$ cat src/design/frog_settings.svh
/*
 * Frog lane settings
 * Screen bounds, sprite sizes, collision tolerances, pad row layout and hop timing
 */
`ifndef FROG_SETTINGS_SVH
`define FROG_SETTINGS_SVH

// ------------------------------
// Screen geometry
// ------------------------------
`define SCREEN_X_MAX    640     // Right edge where pads wrap
`define SCREEN_Y_START  80      // Frog start row offset from lane
`define FROG_START_X    300     // Frog x after reset

// ------------------------------
// Sprites and collision
// ------------------------------
`define PAD_SIZE        40      // Pad width and height
`define FROG_SIDE       40      // Frog sprite is square
`define X_TOLERANCE     5       // Corner inset on x
`define Y_TOLERANCE     1       // Corner inset on y

// ------------------------------
// Motion
// ------------------------------
`define PAD_STEP        40      // Pixels per pad move
`define LANE_PADS       3       // Pads in the row
`define PAD_SPACING     200     // Start x gap between pads
`define HOP_STEP        40      // Pixels per hop
`define HOP_GAP         2       // Ready low cycles after a hop

`endif

$ cat src/design/frog_pkg.sv
/*
 * Frog lane package
 * Screen coordinate, hop command word with its two payload views,
 * position records and the lane status word
 */
`include "frog_settings.svh"

package frog_pkg;

    typedef logic [10:0] coord_t;          // Wraps mod 2048

    typedef enum logic [1:0] {
        hop_up,
        hop_down,
        hop_left,
        hop_right
    } hop_dir_t;

    typedef enum logic {
        pad_move,                          // Single step cycle
        pad_wait                           // Idle until count hits speed
    } pad_state_t;

    // ------------------------------
    // Hop command
    // ------------------------------
    typedef struct packed {
        hop_dir_t   dir;
        logic [8:0] spare;                 // Not decoded
    } hop_move_t;

    typedef union packed {
        hop_move_t  move;                  // Relative hop
        coord_t     place_x;               // Absolute drop on the start row
    } hop_payload_u;

    typedef struct packed {
        logic         place;               // Selects payload view
        hop_payload_u payload;
    } hop_cmd_t;

    // ------------------------------
    // Positions and status
    // ------------------------------
    typedef struct packed {
        coord_t x;
        coord_t y;
    } frog_pos_t;

    typedef struct packed {
        coord_t x;
        coord_t y;
    } pad_pos_t;

    typedef struct packed {
        logic       direction;             // 0 is left
        logic [5:0] speed;                 // Extra wait cycles per move
    } lane_cfg_t;

    typedef struct packed {
        logic [`LANE_PADS-1:0] hit_mask;   // One bit per pad
        logic                  in_lane;    // Frog band meets lane band
        logic                  on_pad;     // Any pad hit
    } lane_status_t;

endpackage

$ cat src/design/lilypad.sv
/*
 * Lily pad
 * Steps one pad along the lane through a move/wait cycle and wraps it
 * around the screen edges
 */
`timescale 1ns/1ns
`include "frog_settings.svh"

module lilypad (
    input  logic               Reset,       // Frame clock
    input  logic               frame_clk,   // Async reset, active high
    input  frog_pkg::coord_t   start_x,     // Position after reset
    input  frog_pkg::coord_t   lane_y,
    input  logic               direction,   // 0 moves left
    input  logic [5:0]         speed,
    output frog_pkg::pad_pos_t pad,
    output logic [5:0]         wait_count
);
    import frog_pkg::*;

    pad_state_t state;
    pad_state_t next_state;
    coord_t     pad_x;
    coord_t     next_x;
    logic [5:0] count;

    // ------------------------------
    // Step and wrap
    // ------------------------------
    always_comb
    begin
        if (direction == 1'b0)
        begin
            if (coord_t'(pad_x + `PAD_SIZE) == '0)      // Fully off the left edge
                next_x = coord_t'(`SCREEN_X_MAX);       // Reenter from the right
            else
                next_x = coord_t'(pad_x - `PAD_STEP);
        end
        else
        begin
            if (pad_x == coord_t'(`SCREEN_X_MAX))       // Fully off the right edge
                next_x = coord_t'(2048 - `PAD_SIZE);    // Reenter from the left
            else
                next_x = coord_t'(pad_x + `PAD_STEP);
        end
    end

    // Move once, then wait speed+1 cycles
    always_comb
    begin
        next_state = state;
        case (state)
            pad_move: next_state = pad_wait;
            pad_wait: next_state = (count == speed) ? pad_move : pad_wait;
            default:  next_state = pad_move;
        endcase
    end

    always_ff @(posedge Reset or posedge frame_clk)
    begin
        if (frame_clk)
        begin
            state <= pad_move;
            pad_x <= start_x;
            count <= '0;
        end
        else
        begin
            state <= next_state;
            if (state == pad_move)
            begin
                pad_x <= next_x;                        // Step lands as MOVE ends
                count <= '0;
            end
            else
                count <= count + 6'd1;
        end
    end

    assign pad.x      = pad_x;
    assign pad.y      = lane_y;                         // Pads never leave the lane row
    assign wait_count = count;

endmodule

$ cat src/design/pad_overlap.sv
/*
 * Pad overlap
 * Tests the frog's four inset corners against one pad's closed box
 */
`timescale 1ns/1ns
`include "frog_settings.svh"

module pad_overlap (
    input  frog_pkg::frog_pos_t frog,
    input  frog_pkg::pad_pos_t  pad,
    output logic                hit
);
    import frog_pkg::*;

    coord_t left_x;
    coord_t right_x;
    coord_t top_y;
    coord_t bottom_y;
    coord_t pad_right;
    coord_t pad_bottom;
    logic   left_in;
    logic   right_in;
    logic   top_in;
    logic   bottom_in;

    // ------------------------------
    // Inset corners
    // ------------------------------
    assign left_x   = coord_t'(frog.x + `X_TOLERANCE);
    assign right_x  = coord_t'(frog.x - `X_TOLERANCE + `FROG_SIDE);
    assign top_y    = coord_t'(frog.y + `Y_TOLERANCE);
    assign bottom_y = coord_t'(frog.y - `Y_TOLERANCE + `FROG_SIDE);

    assign pad_right  = coord_t'(pad.x + `PAD_SIZE);   // Box edges are inclusive
    assign pad_bottom = coord_t'(pad.y + `PAD_SIZE);

    // Per edge range tests
    assign left_in   = (left_x >= pad.x) && (left_x <= pad_right);
    assign right_in  = (right_x >= pad.x) && (right_x <= pad_right);
    assign top_in    = (top_y >= pad.y) && (top_y <= pad_bottom);
    assign bottom_in = (bottom_y >= pad.y) && (bottom_y <= pad_bottom);

    // Some corner lands inside when an x edge and a y edge both do
    assign hit = (left_in || right_in) && (top_in || bottom_in);

endmodule

$ cat src/design/river_lane.sv
/*
 * River lane
 * Builds the pad row, runs one overlap test per pad and registers
 * the lane status each frame clock
 */
`timescale 1ns/1ns
`include "frog_settings.svh"

module river_lane (
    input  logic                                  Reset,       // Frame clock
    input  logic                                  frame_clk,   // Async reset
    input  frog_pkg::coord_t                      lane_y,
    input  logic                                  direction,
    input  logic [5:0]                            speed,
    input  frog_pkg::frog_pos_t                   frog,
    output frog_pkg::pad_pos_t [`LANE_PADS-1:0]   pads,
    output frog_pkg::lane_status_t                status
);
    import frog_pkg::*;

    logic [`LANE_PADS-1:0] hit_c;
    logic                  band_c;
    coord_t                frog_bottom;
    coord_t                lane_bottom;

    // ------------------------------
    // Pad row
    // ------------------------------
    for (genvar n = 0; n < `LANE_PADS; n++)
    begin : g_pad
        localparam coord_t START_X = coord_t'(n * `PAD_SPACING);   // Even spread

        lilypad u_pad (
            .Reset      (Reset),
            .frame_clk  (frame_clk),
            .start_x    (START_X),
            .lane_y     (lane_y),
            .direction  (direction),
            .speed      (speed),
            .pad        (pads[n]),
            .wait_count ()
        );

        pad_overlap u_hit (
            .frog (frog),
            .pad  (pads[n]),
            .hit  (hit_c[n])
        );
    end

    // Y band overlap with the lane row
    assign frog_bottom = coord_t'(frog.y + `FROG_SIDE);
    assign lane_bottom = coord_t'(lane_y + `PAD_SIZE);
    assign band_c      = (frog.y <= lane_bottom) && (lane_y <= frog_bottom);

    always_ff @(posedge Reset or posedge frame_clk)
    begin
        if (frame_clk)
            status <= '0;
        else
        begin
            status.hit_mask <= hit_c;
            status.in_lane  <= band_c;
            status.on_pad   <= |hit_c;              // Water when clear
        end
    end

endmodule

$ cat config.mk
export PLATFORM = sky130hd
export DESIGN_NAME = river_lane
export DESIGN_NICKNAME = d
export VERILOG_FILES = /design/src/design/frog_pkg.sv /design/src/design/lilypad.sv /design/src/design/pad_overlap.sv /design/src/design/river_lane.sv
export VERILOG_INCLUDE_DIRS = /design/src /design/src/design
export SDC_FILE = /design/constraint.sdc
export NUM_CORES = 1
export LEC_CHECK = 0
export BUFFER_PORTS_ARGS = -buffer_cell sky130_fd_sc_hd__buf_2
export CORE_MARGIN = 2
export CORE_UTILIZATION = 54
export DETAILED_ROUTE_END_ITERATION = 10
export PLACE_DENSITY = 0.89
export SYNTH_ARGS = -nofsm -noshare
export SYNTH_HDL_FRONTEND = slang
export SYNTH_SLANG_ARGS = --single-unit
$ cat constraint.sdc
create_clock -name Reset -period 2.69 [get_ports Reset]
set_clock_uncertainty 0.1 [all_clocks]
set_input_delay 0.538 -clock Reset [delete_from_list [all_inputs] [get_ports Reset]]
set_output_delay 0.538 -clock Reset [all_outputs]
set_load 0.05 [all_outputs]
After elaboration in Yosys (flattened, before gate mapping)
Cells that the tools add are included.

Input port bits: 42. Output and inout port bits: 71. Logic and storage cells: 94. Flip-flop bits (word level): 59.

Reduce and logical (&&, ||, !) cells: 20. Bitwise gates (word level): 3. Add/subtract/negate cells: 17. Equality and inequality tests: 6. Muxes and demuxes: 18. $lt $le $gt $ge: 18.

Operator list (number): less-or-equal comparator 11 bit (10); 2-to-1 mux 11 bit (9); greater-or-equal comparator 11 bit (8); adder 11 x 6 -> 11 bit (second input constant) (7); equality test 11 x 10 -> 1 bit (second input constant) (3); logical NOT 11 bit (3); subtractor 11 x 6 -> 11 bit (second input constant) (3); adder 6 x 1 -> 6 bit (second input constant) (3); equality test 6 bit (3); 2-to-1 mux 6 bit (3); logical AND 1 bit (12); adder 11 x 1 -> 11 bit (second input constant) (1); adder 11 x 3 -> 11 bit (second input constant) (1); subtractor 11 x 1 -> 11 bit (second input constant) (1); subtractor 11 x 3 -> 11 bit (second input constant) (1); one-hot mux 1 bit (2 select lines) (3); logical OR 1 bit (4); 2-to-1 mux 1 bit (3); inverter 1 bit (3); OR reduction 3 bit (1).

Longest topological paths before layout
Depth in word-level cells: 7. Depth in mapped cells: 13. Depth with buffers taken out: 13.

Worst setup path after synthesis
OpenSTA, ideal clock, no wires.

Path type: flip-flop to flip-flop. Start: register g_pad[1].u_pad.pad_x[8]. End: register status[0] (netlist bit). Buffers on the path: 1. Setup time: 138 ps. Arrival: 2844 ps. Stages on the path, launching flop included: 13. Period minus slack after synthesis: 3082 ps. Required time: 2452 ps. Slack: -392 ps. Path through: dfrtp_1 > buf_4 > inv_2 > or4_4 > xnor2_2 > inv_1 > ha_1 > and4_1 > and4_1 > a21oi_1 > o31ai_1 > a22oi_1 > a32oi_1.

Longest elaborated chain between the ends: 6. Elaborated cells between the ends (all ways): 10. Classes of those cells: add/sub: 1; order compare: 4; reduce/logical: 5.

Ends and longest elaborated chain: from (decl) (line lilypad.sv:23) `coord_t pad_x;`; from (signal assigned) (line lilypad.sv:64) `pad_x <= start_x;`; from (signal assigned) (line lilypad.sv:72) `pad_x <= next_x;`; adder 11 x 6 -> 11 bit (no line); less-or-equal comparator 11 bit, on equally long branches (line pad_overlap.sv:38, pad_overlap.sv:39); logical AND 1 bit, on equally long branches (line pad_overlap.sv:38, pad_overlap.sv:39); logical OR 1 bit * (line pad_overlap.sv:44) `assign hit = (left_in || right_in) && (top_in || bottom_in);`; logical AND 1 bit * (line pad_overlap.sv:44); OR reduction 3 bit * (line river_lane.sv:64) `status.on_pad <= |hit_c;`; to (decl) (line river_lane.sv:17) `output frog_pkg::lane_status_t status`.

Every way passes the cells marked *; elsewhere a longest branch is shown, timed or not. A chain may end at the register's enable or synchronous reset.

Worst setup path in the final report
Start: input frog[15] (netlist bit). End: register status[0] (netlist bit).

Longest elaborated chain between the ends: 7. Elaborated cells between the ends (all ways): 28. Classes of those cells: add/sub: 3; order compare: 12; reduce/logical: 13.

Ends and longest elaborated chain: from (decl) (line river_lane.sv:15) `input frog_pkg::frog_pos_t frog,`; subtractor 11 x 3 -> 11 bit (no line); adder 11 x 6 -> 11 bit (no line); greater-or-equal comparator 11 bit / less-or-equal comparator 11 bit (equally long branches) (line pad_overlap.sv:39) `assign right_in = (right_x >= pad.x) && (right_x <= pad_right);`; logical AND 1 bit (line pad_overlap.sv:39); logical OR 1 bit (line pad_overlap.sv:44); logical AND 1 bit (line pad_overlap.sv:44); OR reduction 3 bit * (line river_lane.sv:64).

Marks and branches as above.

==> metrics.yaml <==
worst_setup_path:
  end_kind: "register"
  worstSetupStartpointType: "primary input"
  worstPathBufferInverterCount: 2
  crit_chain: "buf_2 -> nand2_1 -> or2_4 -> nand2b_1 -> nand4_1 -> xnor2_2 -> buf_4 -> ha_1 -> nand4_1 -> or3_1 -> nand3_1 -> a32oi_2 -> a32oi_1"
  crit_arrival_ps: 3130
  cp_common_cell: "sky130_fd_sc_hd__nand4_1"
  critical-path-max-stage-delay_ps: 400
  worst-path-max-fanout: 4
  critPathSlowestCell: "sky130_fd_sc_hd__or3_1"
  crit_required_ps: 2810
  cp_top_family: "simple AND/OR/NAND/NOR gates"
  classification_of_the_worst_setup_path: "in -> reg"
sta:
  finalCriticalPeriod_ps: 3020
  timing_worst_slew_pin_value_ps: 894
  hold_ws_ps: 170
  final.period_utilization_pct: 112
  slew_viol_final: 0
  relSlewSlack_pct: 40.4
  final_hold_viols: 0
  timing.final.setup_violations: 4
  timing.final.ws_setup_ps: -326
  clock.fmax_mhz: 332
  rsz0062_at_grt: "true"
yosys:
  synth_seq_cells: 50
  ys_types: 68
  synth_area_per_cell_um2: 8.26
  synth.top_cell.area_share_pct: 27.8
  yosysTopAreaCell: "sky130_fd_sc_hd__ha_1"
  dominantRegCellSynth: "sky130_fd_sc_hd__dfrtp_1"
  synth-warning-count: 0
  synth_edf_count: 0
  synth-async-reset-ratio_pct: 100
  netlist_area_um2: 8060
  synthesis.instances: 976
  ys_top_cells_by_area: "sky130_fd_sc_hd__ha_1 (28%), sky130_fd_sc_hd__dfrtp_1 (14%), sky130_fd_sc_hd__xnor2_1 (7.1%)"
  portion_of_the_post_synthesis_area_used_by_sequential_elements_pct: 15.6
placement:
  post-place-cells: 1362
  port_buffers: 103
  gp_routability_congestion: 0.970
  hpwl_um: 18900
pwr:
  irDropWorstVdd_mv: 0.608
  leakagePower_nw: 5.14
  power-per-cell-area_nw_per_um2: 961
die:
  initial_core_util_pct: 55.4
  i_o_pins: 113
  die-width_um: 126
  floorplan.core_area_um2: 14500
  die_height_um: 126
  placement_rows: 44
  design.die.area_um2: 15900
worst_hold_path:
  hold_path.class: "in -> async"
clock_tree:
  cts.reportedPaths.clkPinSlew_ps: 80
  cts_buffer_depth: 2
  h-tree-depth: 2
  cts_inserted_buffers: 5
  root_buffer: "sky130_fd_sc_hd__clkbuf_16"
  sink_count: 50
  cts.hold.buffers_added: 0
  worstSkewPairLatency_ps: 310
  clock_tree_from_tritoncts: "built"
cells_and_area:
  final_core_utilization_pct: 73.6
  design.final.nets: 1426
  final-instance-count-excl-fill: 1390
  drive_above_1_share_pct: 34.7
  antenna_cells: 0
  area.growth.synth_to_final_pct: 32.7
grt:
  grt_pass1_vias: 8168
  grt_first_pass_wirelength_um: 38600
  globalRouteOverflowTotal: 0
  grt_util_all_layers_pct: 29.1
  pin_count_of_the_biggest_net_entering_global_routing: 30
  grt_antenna_before_repair: 0
run_status:
  run_status: "finished, violations left"
  violations: "negative setup slack"
route:
  post_drt_via_cell_ratio: 6.53
  drtIter0Drc: 1196
  drc: 0
  ant_nets: 0
  total_detailed_routing_wirelength_um: 28400
  drt_pre_antenna_iters: 6
  detailroute.via_count: 9074
  mean_routed_wirelength_per_cell_um: 20.4
job:
  max-cap-violations: 0
## per-stage QoR
stage                     power, mW  setup WS [ps]  cell area (µm²)  setup TNS, ps
after floorplan                5.90           -135             8250           -204
final                          10.3           -326            10700           -993
after global placement         7.71           -390             9750          -1400
after detailed placement       8.04           -523             9750          -1830
after global routing           10.8           -367            10700          -1190
after CTS                      8.97           -167            10100           -294
## area by class of cell
cell class | count | area, µm²
Sequential cell | 50 | 1270
Timing Repair Buffer | 290 | 1970
Clock buffer | 5 | 125
Multi-Input combinational cell | 798 | 6840
Fill cell | 887 | 3840
Clock inverter | 3 | 28.8
Inverter | 60 | 225
Tap cell | 184 | 230
## Yosys cell counts, types with 18 or more instances
| cell | number |
|---|---|
| sky130_fd_sc_hd__xnor2_1 | 65 |
| sky130_fd_sc_hd__buf_4 | 44 |
| sky130_fd_sc_hd__o21ai_0 | 55 |
| sky130_fd_sc_hd__clkbuf_1 | 18 |
| sky130_fd_sc_hd__a21oi_1 | 71 |
| sky130_fd_sc_hd__inv_1 | 59 |
| sky130_fd_sc_hd__dfrtp_1 | 44 |
| sky130_fd_sc_hd__nand4_1 | 24 |
| sky130_fd_sc_hd__nor3_1 | 20 |
| sky130_fd_sc_hd__ha_1 | 179 |
| sky130_fd_sc_hd__xor2_1 | 35 |
| sky130_fd_sc_hd__nand2_1 | 54 |
| sky130_fd_sc_hd__nor2_1 | 55 |
| sky130_fd_sc_hd__nand3_1 | 30 |
## timing repair
item                       in CTS  in global routing
buffers inserted                3                 17
setup endpoints to repair       4                  7
pin swaps                      18                 52
resized for setup              24                100
## layout by cell type (no fill, tap or decap), types with 7 or more instances in the layout
master / instances
sky130_fd_sc_hd__conb_1: 9
sky130_fd_sc_hd__xnor2_2: 11
sky130_fd_sc_hd__nand2b_1: 12
sky130_fd_sc_hd__a21o_1: 16
sky130_fd_sc_hd__nor2_1: 48
sky130_fd_sc_hd__inv_1: 55
sky130_fd_sc_hd__nand4_1: 24
sky130_fd_sc_hd__ha_1: 168
sky130_fd_sc_hd__xnor2_1: 51
sky130_fd_sc_hd__nand2_1: 49
sky130_fd_sc_hd__nor3_1: 18
sky130_fd_sc_hd__a21oi_1: 63
sky130_fd_sc_hd__nor2b_1: 8
sky130_fd_sc_hd__nand3_1: 25
sky130_fd_sc_hd__o211ai_1: 9
sky130_fd_sc_hd__a21oi_2: 8
sky130_fd_sc_hd__a211oi_1: 12
sky130_fd_sc_hd__a31oi_1: 7
sky130_fd_sc_hd__xor2_1: 29
sky130_fd_sc_hd__buf_6: 7
sky130_fd_sc_hd__dfrtp_1: 39
sky130_fd_sc_hd__ha_4: 9
sky130_fd_sc_hd__nor2_2: 7
sky130_fd_sc_hd__o21ai_0: 46
sky130_fd_sc_hd__and2_1: 12
sky130_fd_sc_hd__nor4_1: 8
sky130_fd_sc_hd__buf_4: 184
sky130_fd_sc_hd__buf_2: 97
## power by group
group	total [mW]	internal, mW	switching, mW
clock	0.698	0.358	0.340
combinational	8.03	3.48	4.55
sequential	1.55	1.08	0.466
total	10.3	4.92	5.36
## sequential cells by signal, summed over array words and instances, names as in the netlist
register and count:
g_pad.u_pad.pad_x 24, g_pad.u_pad.state 3, status 5, g_pad.u_pad.wait_count 18
## path summary, 6_finish.rpt
check | cells after the start | startpoint | endpoint | slack, ps
worst max register to register | 11 | g_pad[1].u_pad.pad_x[3] | status[0] | -220
min in group Reset | 1 | g_pad[1].u_pad.wait_count[0] | g_pad[1].u_pad.wait_count[0] | 410
worst min register to register | 1 | g_pad[1].u_pad.wait_count[0] | g_pad[1].u_pad.wait_count[0] | 410
max in group asynchronous | 3 | frame_clk | g_pad[1].u_pad.pad_x[7] | 1620
worst max-delay path | 13 | frog[15] | status[0] | -330
worst min-delay path | 2 | frame_clk | g_pad[0].u_pad.wait_count[3] | 170
## cells by family (layout without fill, tap and decap cells)
group / Yosys count / count (layout) / synth area share, %
compound gates: 246 / 246 / 19.7
other cells: 1 / 9 / 0.0465
buf+inv: 136 / 358 / 8.57
flops: 50 / 50 / 15.6
xor+xnor: 101 / 101 / 11.1
simple gates: 259 / 259 / 16.7
mux: 4 / 4 / 0.497
fa+ha+maj: 179 / 179 / 27.8
## metal layers
layer	global-route usage, %	vias up	part of all wire (%)
met5	0	-	0
li1	-	3960	-
met4	12.3	0	6.1
met2	49.3	682	46
met1	36.7	4231	38
met3	4.80	201	10
Power figures use the tool's default switching activity.
